### config.mk
export PLATFORM = sky130hd
export DESIGN_NAME = axi_to_reqrsp
export DESIGN_NICKNAME = d
export VERILOG_FILES = /design/src/hw/axi_reqrsp_pkg.sv /design/src/hw/axi_to_reqrsp.sv /design/src/hw/meta_fifo.sv /design/src/hw/rd_burst_seq.sv /design/src/hw/req_issue.sv /design/src/hw/rsp_router.sv /design/src/hw/rw_arbiter.sv /design/src/hw/wr_burst_seq.sv
export SDC_FILE = /design/constraint.sdc
export NUM_CORES = 1
export LEC_CHECK = 0
export BUFFER_PORTS_ARGS = -buffer_cell sky130_fd_sc_hd__buf_2
export CORE_MARGIN = 3
export CORE_UTILIZATION = 45
export CTS_CLUSTER_DIAMETER = 80
export CTS_CLUSTER_SIZE = 24
export DETAILED_ROUTE_END_ITERATION = 8
export GPL_TIMING_DRIVEN = 1
export HOLD_SLACK_MARGIN = 0.08
export MAX_ROUTING_LAYER = met4
export PLACE_DENSITY = 0.68
export SYNTH_ARGS = -nofsm -noshare
export SYNTH_HDL_FRONTEND = slang
export SYNTH_HIERARCHICAL = 1
export SYNTH_SLANG_ARGS = --single-unit
### constraint.sdc
create_clock -name clk_i -period 12 [get_ports clk_i]
set_input_delay 1.2 -clock clk_i [delete_from_list [all_inputs] [get_ports clk_i]]
set_output_delay 1.2 -clock clk_i [all_outputs]
set_load 0.01 [all_outputs]
### src/hw/axi_reqrsp_pkg.sv
// ***************************************************************************
// AXI to reqrsp shared types
// ***************************************************************************
package axi_reqrsp_pkg;

  localparam int unsigned AddrWidth = 32;
  localparam int unsigned DataWidth = 32;
  localparam int unsigned StrbWidth = DataWidth / 8;
  localparam int unsigned IdWidth   = 4;

  typedef logic [AddrWidth-1:0] addr_t;
  typedef logic [DataWidth-1:0] data_t;
  typedef logic [StrbWidth-1:0] strb_t;
  typedef logic [IdWidth-1:0]   id_t;
  // Burst length minus one.
  typedef logic [7:0]           len_t;
  // Log2 of the beat size in bytes.
  typedef logic [2:0]           size_t;
  typedef logic [3:0]           qos_t;
  typedef logic [1:0]           resp_t;

  localparam resp_t RespOkay   = 2'd0;
  localparam resp_t RespSlvErr = 2'd2;

  // Address channel, shared by AR and AW.
  typedef struct packed {
    addr_t addr;
    id_t   id;
    len_t  len;
    size_t size;
    qos_t  qos;
  } ax_chan_t;

  typedef struct packed {
    data_t data;
    strb_t strb;
  } w_chan_t;

  typedef struct packed {
    id_t   id;
    resp_t resp;
  } b_chan_t;

  typedef struct packed {
    data_t data;
    id_t   id;
    logic  last;
    resp_t resp;
  } r_chan_t;

  // One single-beat memory access and what is needed to answer it.
  typedef struct packed {
    addr_t addr;
    id_t   id;
    logic  last;
    size_t size;
    qos_t  qos;
    logic  write;
  } beat_meta_t;

  typedef struct packed {
    addr_t addr;
    logic  write;
    data_t data;
    strb_t strb;
    size_t size;
  } mem_req_t;

  typedef struct packed {
    data_t data;
    logic  error;
  } mem_rsp_t;

  // Bytes covered by one beat of the given size.
  function automatic addr_t beat_bytes(size_t size);
    return addr_t'(1) << size;
  endfunction

  // Address rounded down to a multiple of the beat size.
  function automatic addr_t align_addr(addr_t addr, size_t size);
    return addr & ~(beat_bytes(size) - addr_t'(1));
  endfunction

endpackage

### src/hw/axi_to_reqrsp.sv
// ***************************************************************************
// AXI to reqrsp bridge
// ***************************************************************************
`timescale 1ns/1ps

module axi_to_reqrsp #(
  parameter int unsigned BufDepth = 2
) (
  input  logic                     clk_i,
  input  logic                     rst_i,
  output logic                     busy_o,
  input  axi_reqrsp_pkg::ax_chan_t ar_i,
  input  logic                     ar_valid_i,
  output logic                     ar_ready_o,
  input  axi_reqrsp_pkg::ax_chan_t aw_i,
  input  logic                     aw_valid_i,
  output logic                     aw_ready_o,
  input  axi_reqrsp_pkg::w_chan_t  w_i,
  input  logic                     w_valid_i,
  output logic                     w_ready_o,
  output axi_reqrsp_pkg::r_chan_t  r_o,
  output logic                     r_valid_o,
  input  logic                     r_ready_i,
  output axi_reqrsp_pkg::b_chan_t  b_o,
  output logic                     b_valid_o,
  input  logic                     b_ready_i,
  output axi_reqrsp_pkg::mem_req_t mem_req_o,
  output logic                     mem_req_valid_o,
  input  logic                     mem_req_ready_i,
  input  axi_reqrsp_pkg::mem_rsp_t mem_rsp_i,
  input  logic                     mem_rsp_valid_i,
  output logic                     mem_rsp_ready_o
);

  import axi_reqrsp_pkg::*;

  beat_meta_t rd_beat, wr_beat, arb_beat, meta_in, meta_out;
  w_chan_t    w_beat;
  logic       rd_valid, rd_ready, rd_in_burst;
  logic       wr_valid, wr_ready, wr_in_burst;
  logic       arb_valid, arb_ready, write_sel;
  logic       meta_in_valid, meta_in_ready;
  logic       meta_out_valid, meta_out_ready;

  assign busy_o = ar_valid_i || aw_valid_i || w_valid_i || r_valid_o || b_valid_o ||
                  rd_in_burst || wr_in_burst;

  rd_burst_seq i_rd_seq (
    .clk_i        (clk_i),
    .rst_i        (rst_i),
    .ar_i         (ar_i),
    .ar_valid_i   (ar_valid_i),
    .ar_ready_o   (ar_ready_o),
    .beat_o       (rd_beat),
    .beat_valid_o (rd_valid),
    .beat_ready_i (rd_ready),
    .in_burst_o   (rd_in_burst)
  );

  wr_burst_seq i_wr_seq (
    .clk_i        (clk_i),
    .rst_i        (rst_i),
    .aw_i         (aw_i),
    .aw_valid_i   (aw_valid_i),
    .aw_ready_o   (aw_ready_o),
    .w_i          (w_i),
    .w_valid_i    (w_valid_i),
    .w_ready_o    (w_ready_o),
    .beat_o       (wr_beat),
    .w_beat_o     (w_beat),
    .beat_valid_o (wr_valid),
    .beat_ready_i (wr_ready),
    .in_burst_o   (wr_in_burst)
  );

  rw_arbiter i_arb (
    .clk_i         (clk_i),
    .rst_i         (rst_i),
    .rd_beat_i     (rd_beat),
    .rd_valid_i    (rd_valid),
    .rd_ready_o    (rd_ready),
    .rd_in_burst_i (rd_in_burst),
    .wr_beat_i     (wr_beat),
    .wr_valid_i    (wr_valid),
    .wr_ready_o    (wr_ready),
    .wr_in_burst_i (wr_in_burst),
    .beat_o        (arb_beat),
    .write_sel_o   (write_sel),
    .beat_valid_o  (arb_valid),
    .beat_ready_i  (arb_ready)
  );

  req_issue #(
    .BufDepth (BufDepth)
  ) i_issue (
    .clk_i           (clk_i),
    .rst_i           (rst_i),
    .beat_i          (arb_beat),
    .w_beat_i        (w_beat),
    .write_sel_i     (write_sel),
    .beat_valid_i    (arb_valid),
    .beat_ready_o    (arb_ready),
    .mem_req_o       (mem_req_o),
    .mem_req_valid_o (mem_req_valid_o),
    .mem_req_ready_i (mem_req_ready_i),
    .meta_o          (meta_in),
    .meta_valid_o    (meta_in_valid),
    .meta_ready_i    (meta_in_ready)
  );

  // One slot more than the response latency keeps the request path streaming.
  meta_fifo #(
    .Depth (BufDepth + 1)
  ) i_meta_fifo (
    .clk_i   (clk_i),
    .rst_i   (rst_i),
    .data_i  (meta_in),
    .valid_i (meta_in_valid),
    .ready_o (meta_in_ready),
    .data_o  (meta_out),
    .valid_o (meta_out_valid),
    .ready_i (meta_out_ready)
  );

  rsp_router i_router (
    .meta_i          (meta_out),
    .meta_valid_i    (meta_out_valid),
    .meta_ready_o    (meta_out_ready),
    .mem_rsp_i       (mem_rsp_i),
    .mem_rsp_valid_i (mem_rsp_valid_i),
    .mem_rsp_ready_o (mem_rsp_ready_o),
    .r_o             (r_o),
    .r_valid_o       (r_valid_o),
    .r_ready_i       (r_ready_i),
    .b_o             (b_o),
    .b_valid_o       (b_valid_o),
    .b_ready_i       (b_ready_i)
  );

endmodule

### src/hw/meta_fifo.sv
// ***************************************************************************
// Outstanding request FIFO
// ***************************************************************************
`timescale 1ns/1ps

module meta_fifo #(
  parameter int unsigned Depth = 3
) (
  input  logic                       clk_i,
  input  logic                       rst_i,
  input  axi_reqrsp_pkg::beat_meta_t data_i,
  input  logic                       valid_i,
  output logic                       ready_o,
  output axi_reqrsp_pkg::beat_meta_t data_o,
  output logic                       valid_o,
  input  logic                       ready_i
);

  import axi_reqrsp_pkg::*;

  localparam int unsigned PtrWidth = (Depth > 1) ? $clog2(Depth) : 1;
  localparam int unsigned CntWidth = $clog2(Depth + 1);

  typedef logic [PtrWidth-1:0] ptr_t;
  typedef logic [CntWidth-1:0] cnt_t;

  beat_meta_t mem_q [Depth];
  ptr_t       wr_ptr_q, rd_ptr_q;
  cnt_t       cnt_q;
  logic       empty, push, pop;

  function automatic ptr_t next_ptr(ptr_t ptr);
    return (ptr == ptr_t'(Depth - 1)) ? '0 : ptr + ptr_t'(1);
  endfunction

  assign empty   = (cnt_q == '0);
  assign ready_o = (cnt_q != cnt_t'(Depth));
  assign valid_o = !empty || valid_i;
  assign data_o  = empty ? data_i : mem_q[rd_ptr_q];
  // An entry that is taken in the cycle it arrives never gets stored.
  assign push    = valid_i && ready_o && !(empty && ready_i);
  assign pop     = ready_i && !empty;

  always_ff @(posedge clk_i) begin
    if (rst_i) begin
      wr_ptr_q <= '0;
      rd_ptr_q <= '0;
      cnt_q    <= '0;
    end else begin
      if (push) begin
        wr_ptr_q <= next_ptr(wr_ptr_q);
      end
      if (pop) begin
        rd_ptr_q <= next_ptr(rd_ptr_q);
      end
      if (push && !pop) begin
        cnt_q <= cnt_q + cnt_t'(1);
      end else if (pop && !push) begin
        cnt_q <= cnt_q - cnt_t'(1);
      end
    end
  end

  always_ff @(posedge clk_i) begin
    if (push) begin
      mem_q[wr_ptr_q] <= data_i;
    end
  end

endmodule

### src/hw/rd_burst_seq.sv
// ***************************************************************************
// Read burst sequencer
// ***************************************************************************
`timescale 1ns/1ps

module rd_burst_seq (
  input  logic                       clk_i,
  input  logic                       rst_i,
  input  axi_reqrsp_pkg::ax_chan_t   ar_i,
  input  logic                       ar_valid_i,
  output logic                       ar_ready_o,
  output axi_reqrsp_pkg::beat_meta_t beat_o,
  output logic                       beat_valid_o,
  input  logic                       beat_ready_i,
  output logic                       in_burst_o
);

  import axi_reqrsp_pkg::*;

  len_t       cnt_d, cnt_q;
  beat_meta_t meta_d, meta_q;

  assign in_burst_o = (cnt_q != '0);

  always_comb begin
    ar_ready_o   = 1'b0;
    beat_o       = '0;
    beat_valid_o = 1'b0;
    cnt_d        = cnt_q;
    meta_d       = meta_q;
    if (in_burst_o) begin
      // Remaining beats step from the aligned address of the previous one.
      beat_o       = meta_q;
      beat_o.addr  = meta_q.addr + beat_bytes(meta_q.size);
      beat_o.last  = (cnt_q == len_t'(1));
      beat_valid_o = 1'b1;
      if (beat_ready_i) begin
        cnt_d       = cnt_q - len_t'(1);
        meta_d.addr = beat_o.addr;
      end
    end else if (ar_valid_i) begin
      meta_d = '{
        addr:  align_addr(ar_i.addr, ar_i.size),
        id:    ar_i.id,
        last:  (ar_i.len == '0),
        size:  ar_i.size,
        qos:   ar_i.qos,
        write: 1'b0
      };
      // The first beat goes out with the unaligned address.
      beat_o       = meta_d;
      beat_o.addr  = ar_i.addr;
      beat_valid_o = 1'b1;
      if (beat_ready_i) begin
        cnt_d      = ar_i.len;
        ar_ready_o = 1'b1;
      end
    end
  end

  always_ff @(posedge clk_i) begin
    if (rst_i) begin
      cnt_q <= '0;
    end else begin
      cnt_q <= cnt_d;
    end
  end

  always_ff @(posedge clk_i) begin
    meta_q <= meta_d;
  end

endmodule

### src/hw/req_issue.sv
// ***************************************************************************
// Memory request issue and fork
// ***************************************************************************
`timescale 1ns/1ps

module req_issue #(
  parameter int unsigned BufDepth = 2
) (
  input  logic                       clk_i,
  input  logic                       rst_i,
  input  axi_reqrsp_pkg::beat_meta_t beat_i,
  input  axi_reqrsp_pkg::w_chan_t    w_beat_i,
  input  logic                       write_sel_i,
  input  logic                       beat_valid_i,
  output logic                       beat_ready_o,
  output axi_reqrsp_pkg::mem_req_t   mem_req_o,
  output logic                       mem_req_valid_o,
  input  logic                       mem_req_ready_i,
  output axi_reqrsp_pkg::beat_meta_t meta_o,
  output logic                       meta_valid_o,
  input  logic                       meta_ready_i
);

  // A response needs at least one metadata slot behind the one in flight.
  if (BufDepth == 0) begin : gen_depth_check
    $error("BufDepth must be at least one.");
  end

  // Set once a side has taken the current beat.
  logic mem_done_q, meta_done_q;
  logic mem_ok, meta_ok;

  // Reads carry no W beat, so data and strobe stay zero.
  assign mem_req_o.addr  = beat_i.addr;
  assign mem_req_o.write = beat_i.write;
  assign mem_req_o.data  = write_sel_i ? w_beat_i.data : '0;
  assign mem_req_o.strb  = write_sel_i ? w_beat_i.strb : '0;
  assign mem_req_o.size  = beat_i.size;

  assign meta_o = beat_i;

  assign mem_req_valid_o = beat_valid_i && !mem_done_q;
  assign meta_valid_o    = beat_valid_i && !meta_done_q;
  assign mem_ok          = mem_done_q || mem_req_ready_i;
  assign meta_ok         = meta_done_q || meta_ready_i;
  assign beat_ready_o    = mem_ok && meta_ok;

  always_ff @(posedge clk_i) begin
    if (rst_i) begin
      mem_done_q  <= 1'b0;
      meta_done_q <= 1'b0;
    end else if (beat_valid_i && beat_ready_o) begin
      mem_done_q  <= 1'b0;
      meta_done_q <= 1'b0;
    end else begin
      if (mem_req_valid_o && mem_req_ready_i) begin
        mem_done_q <= 1'b1;
      end
      if (meta_valid_o && meta_ready_i) begin
        meta_done_q <= 1'b1;
      end
    end
  end

endmodule

### src/hw/rsp_router.sv
// ***************************************************************************
// Memory response router
// ***************************************************************************
`timescale 1ns/1ps

module rsp_router (
  input  axi_reqrsp_pkg::beat_meta_t meta_i,
  input  logic                       meta_valid_i,
  output logic                       meta_ready_o,
  input  axi_reqrsp_pkg::mem_rsp_t   mem_rsp_i,
  input  logic                       mem_rsp_valid_i,
  output logic                       mem_rsp_ready_o,
  output axi_reqrsp_pkg::r_chan_t    r_o,
  output logic                       r_valid_o,
  input  logic                       r_ready_i,
  output axi_reqrsp_pkg::b_chan_t    b_o,
  output logic                       b_valid_o,
  input  logic                       b_ready_i
);

  import axi_reqrsp_pkg::*;

  resp_t resp;
  logic  to_r, to_b;
  logic  joined, tgt_ready;

  // Non-last write beats have no AXI response and are dropped.
  assign to_r      = !meta_i.write;
  assign to_b      = meta_i.write && meta_i.last;
  assign tgt_ready = to_r ? r_ready_i : (to_b ? b_ready_i : 1'b1);

  assign joined          = meta_valid_i && mem_rsp_valid_i;
  assign mem_rsp_ready_o = joined && tgt_ready;
  assign meta_ready_o    = joined && tgt_ready;
  assign r_valid_o       = joined && to_r;
  assign b_valid_o       = joined && to_b;

  assign resp = mem_rsp_i.error ? RespSlvErr : RespOkay;

  assign r_o = '{
    data: mem_rsp_i.data,
    id:   meta_i.id,
    last: meta_i.last,
    resp: resp
  };

  assign b_o = '{
    id:   meta_i.id,
    resp: resp
  };

endmodule

### src/hw/rw_arbiter.sv
// ***************************************************************************
// Read/write beat arbiter
// ***************************************************************************
`timescale 1ns/1ps

module rw_arbiter (
  input  logic                       clk_i,
  input  logic                       rst_i,
  input  axi_reqrsp_pkg::beat_meta_t rd_beat_i,
  input  logic                       rd_valid_i,
  output logic                       rd_ready_o,
  input  logic                       rd_in_burst_i,
  input  axi_reqrsp_pkg::beat_meta_t wr_beat_i,
  input  logic                       wr_valid_i,
  output logic                       wr_ready_o,
  input  logic                       wr_in_burst_i,
  output axi_reqrsp_pkg::beat_meta_t beat_o,
  output logic                       write_sel_o,
  output logic                       beat_valid_o,
  input  logic                       beat_ready_i
);

  // High selects the write side.
  logic sel_d, sel_q;
  logic lock_d, lock_q;

  always_comb begin
    sel_d = sel_q;
    if (!lock_q) begin
      if (wr_valid_i ^ rd_valid_i) begin
        sel_d = wr_valid_i;
      end else if (wr_valid_i && rd_valid_i) begin
        if (wr_beat_i.qos != rd_beat_i.qos) begin
          sel_d = (wr_beat_i.qos > rd_beat_i.qos);
        // Write bursts cannot interleave, so a lone write goes before a read burst.
        end else if (wr_beat_i.last && !rd_beat_i.last) begin
          sel_d = 1'b1;
        end else if (wr_in_burst_i) begin
          sel_d = 1'b1;
        end else if (rd_in_burst_i) begin
          sel_d = 1'b0;
        end else begin
          sel_d = ~sel_q;
        end
      end
    end
  end

  // Hold the choice while the chosen beat is stalled.
  always_comb begin
    lock_d = lock_q;
    if (lock_q) begin
      if (beat_valid_o && beat_ready_i) begin
        lock_d = 1'b0;
      end
    end else if (beat_valid_o && !beat_ready_i) begin
      lock_d = 1'b1;
    end
  end

  assign write_sel_o  = sel_d;
  assign beat_o       = sel_d ? wr_beat_i : rd_beat_i;
  assign beat_valid_o = sel_d ? wr_valid_i : rd_valid_i;
  assign rd_ready_o   = !sel_d && beat_ready_i;
  assign wr_ready_o   = sel_d && beat_ready_i;

  always_ff @(posedge clk_i) begin
    if (rst_i) begin
      sel_q  <= 1'b0;
      lock_q <= 1'b0;
    end else begin
      sel_q  <= sel_d;
      lock_q <= lock_d;
    end
  end

endmodule

### src/hw/wr_burst_seq.sv
// ***************************************************************************
// Write burst sequencer
// ***************************************************************************
`timescale 1ns/1ps

module wr_burst_seq (
  input  logic                       clk_i,
  input  logic                       rst_i,
  input  axi_reqrsp_pkg::ax_chan_t   aw_i,
  input  logic                       aw_valid_i,
  output logic                       aw_ready_o,
  input  axi_reqrsp_pkg::w_chan_t    w_i,
  input  logic                       w_valid_i,
  output logic                       w_ready_o,
  output axi_reqrsp_pkg::beat_meta_t beat_o,
  output axi_reqrsp_pkg::w_chan_t    w_beat_o,
  output logic                       beat_valid_o,
  input  logic                       beat_ready_i,
  output logic                       in_burst_o
);

  import axi_reqrsp_pkg::*;

  len_t       cnt_d, cnt_q;
  beat_meta_t meta_d, meta_q;

  assign in_burst_o = (cnt_q != '0);

  always_comb begin
    aw_ready_o   = 1'b0;
    w_ready_o    = 1'b0;
    beat_o       = '0;
    w_beat_o     = '0;
    beat_valid_o = 1'b0;
    cnt_d        = cnt_q;
    meta_d       = meta_q;
    if (in_burst_o) begin
      beat_o      = meta_q;
      beat_o.addr = meta_q.addr + beat_bytes(meta_q.size);
      beat_o.last = (cnt_q == len_t'(1));
      // Each beat waits for its W data.
      if (w_valid_i) begin
        w_beat_o     = w_i;
        beat_valid_o = 1'b1;
        if (beat_ready_i) begin
          w_ready_o   = 1'b1;
          cnt_d       = cnt_q - len_t'(1);
          meta_d.addr = beat_o.addr;
        end
      end
    end else if (aw_valid_i && w_valid_i) begin
      meta_d = '{
        addr:  align_addr(aw_i.addr, aw_i.size),
        id:    aw_i.id,
        last:  (aw_i.len == '0),
        size:  aw_i.size,
        qos:   aw_i.qos,
        write: 1'b1
      };
      beat_o       = meta_d;
      beat_o.addr  = aw_i.addr;
      w_beat_o     = w_i;
      beat_valid_o = 1'b1;
      if (beat_ready_i) begin
        cnt_d      = aw_i.len;
        aw_ready_o = 1'b1;
        w_ready_o  = 1'b1;
      end
    end
  end

  always_ff @(posedge clk_i) begin
    if (rst_i) begin
      cnt_q <= '0;
    end else begin
      cnt_q <= cnt_d;
    end
  end

  always_ff @(posedge clk_i) begin
    meta_q <= meta_d;
  end

endmodule

==> flow_metrics.env <==
export IMPL_status="completed"
export IMPL_setup_viol=0
export IMPL_clock_latency_ns=0.43
export IMPL_hp_start="i_meta_fifo/rd_ptr_q[0]$_SDFFE_PP0N_"
export IMPL_power_density_nw_per_um2=324
export IMPL_gp_congestion=0.907
export IMPL_drc=0
export IMPL_die_area_um2=25700
export IMPL_root_buffer="clkbuf_16"
export IMPL_die_y_um=160
export IMPL_track_usage_pct=23.1
export IMPL_routed_wl_um=29800
export IMPL_clockBufferDepth=2
export IMPL_floorplan_die_width_um=160
export IMPL_hold_path_class="reg -> reg"
export IMPL_worstPathRequired_ns=10.80
export IMPL_clock_fmax_mhz=143
export IMPL_rsz0062_at_grt="false"
export IMPL_wire_per_inst_um=18.7
export IMPL_post_cts_resized=0
export IMPL_htreeDepth=4
export IMPL_clk_pin_slew_ns=0.05
export IMPL_ys_warnings_count=6
export IMPL_start_util_pct=46.5
export IMPL_final_max_slew_viol_count=0
export IMPL_r2r_cells=24
export IMPL_start_kind="flip-flop"
export IMPL_avgSynthCellArea_um2=8.95
export IMPL_p_leak_nw=4.86
export IMPL_setup_tns_ns=0
export IMPL_fin_crit_sh_pct=58.5
export IMPL_rows=55
export IMPL_cts_tree="done"
export IMPL_synth_area_um2=10700
export IMPL_area_growth_pct=8.25
export IMPL_vias=8937
export IMPL_drv_cap=0
export IMPL_grt_pass1_wl_um=46100
export IMPL_clock_sinks=132
export IMPL_cts_setup_buffers=0
export IMPL_synthCells=1198
export IMPL_reg2reg_from="i_rd_seq/cnt_q[0]$_SDFFE_PP0P_"
export IMPL_crit_start="i_rd_seq/cnt_q[0]$_SDFFE_PP0P_"
export IMPL_slew_headroom_pct=25.6
export IMPL_grt_max_degree=81
export IMPL_finalHoldWorstSlack_ns=0.491
export IMPL_period_minus_slack_ns=7.02
export IMPL_cp_max_fo=80
export IMPL_via_per_inst=5.60
export IMPL_nFillCells=2177
export IMPL_antenna_found_initial=2
export IMPL_core_region_area_um2=23100
export IMPL_finalWorstSetupSlack_ns=4.98
export IMPL_place_ws_ns=5.33
export IMPL_drive_gt1_share_pct=30.6
export IMPL_hold_depth=2
export IMPL_tightest_slew_ns=1.11
export IMPL_antenna_left=0
export IMPL_gr_total_overflow=0
export IMPL_hold_viol=0
export IMPL_arrival_ns=5.82
export IMPL_ctsHoldBuffers=0
export IMPL_dp_hpwl_um=21800
export IMPL_cts_made_buffers=17
export IMPL_ir_drop_mv=0.255
export IMPL_nNetsFinal=1482
export IMPL_grt_pass1_vias=8645
export IMPL_crit_type="reg -> out"
export IMPL_crit_path_end_kind="primary output"
export IMPL_pin_count=305
export IMPL_finalPower_mw=3.76
export IMPL_first_pass_iters=5
export IMPL_drtIter0Drc=642
export IMPL_fin_worst_skew_ns=0.0111
export IMPL_portBuffers=235
[placed cells by master (no fill, tap or decap), types with 21 or more instances in the layout]
| master | instances |
|---|---|
| buf_2 | 235 |
| a21oi_1 | 64 |
| mux2i_1 | 22 |
| nand3_1 | 62 |
| ha_1 | 27 |
| a31oi_1 | 21 |
| nor3_1 | 30 |
| xnor2_1 | 25 |
| edfxtp_1 | 104 |
| inv_1 | 28 |
| nand2_1 | 133 |
| and2_2 | 37 |
| and2_1 | 42 |
| nor2_1 | 45 |
| mux2_2 | 47 |
| o21ai_0 | 56 |
| dfxtp_1 | 28 |
[through the flow]
step / util [%] / instance area [um2] / cells
after floorplan: - / 10700 / 1199
after global placement: 48.1 / 11100 / 1567
after detailed placement: 48.1 / 11100 / 1567
after CTS: 50.3 / 11600 / 1596
after global routing: 50.3 / 11600 / 1597
final: 50.3 / 11600 / 1597
[sequential cells by signal, summed over array words and instances, names as in the netlist, named ones only]
signal / count
i_arb/sel_q: 1
i_meta_fifo/wr_ptr_q: 2
i_meta_fifo/cnt_q: 2
i_issue/meta_done_q: 1
i_wr_seq/meta_q: 43
i_rd_seq/cnt_q: 8
i_meta_fifo/rd_ptr_q: 2
i_rd_seq/meta_q: 43
i_wr_seq/cnt_q: 8
i_meta_fifo/mem_q: 18
i_issue/mem_done_q: 1
[final cells by class]
type,instances,area (um2),share of cell area [%]
clock inverters,8,63.8,0.550
multi-input cells,849,5670,48.9
diodes,1,2.50,0.0216
flip-flops and latches,132,3680,31.8
inverters,30,113,0.971
repair buffers,243,1240,10.7
clock buffers,21,440,3.80
well taps,313,392,3.38
[report_power, final]
group,leakage [nW],internal [mW],switching [mW]
logic,3.40,0.904,1.45
clock network,0.245,0.277,0.187
registers,1.22,0.803,0.142
total,4.86,1.98,1.77
[critical path, stage by stage (launching register included)]
cell and delay, ns:
dfxtp_1 0.35, inv_1 0.12, ha_1 0.27, inv_1 0.13, nor3_2 0.91, inv_2 0.36
nand2_1 0.16, nand2_1 0.07, ha_1 0.29, nand3b_1 0.08, or4_4 0.42, a31o_2 0.25
buf_4 0.38, a22o_1 0.37, nor2b_1 0.20, or3_1 0.32, nand2_1 0.11, nor2_1 0.06
nor4_1 0.29, nand2_1 0.08, buf_2 0.14
[metal layers]
layer	vias to the layer above	share of wire, %	track usage, %
met2	347	49	37.1
li1	4334	-	-
met3	57	6.5	4.64
met4	0	2.6	8.05
met1	4199	42	29.3
met5	-	0	-
[final timing paths]
path,endpoint,slack (ns)
worst max register to register,i_meta_fifo/cnt_q[1]$_SDFFE_PP0P_,5.27
worst min register to register,i_meta_fifo/rd_ptr_q[0]$_SDFFE_PP0N_,0.49
worst max-delay path,busy_o,4.98
worst min-delay path,i_meta_fifo/rd_ptr_q[0]$_SDFFE_PP0N_,0.49
Note: power is estimated with default switching activity, not from simulation.
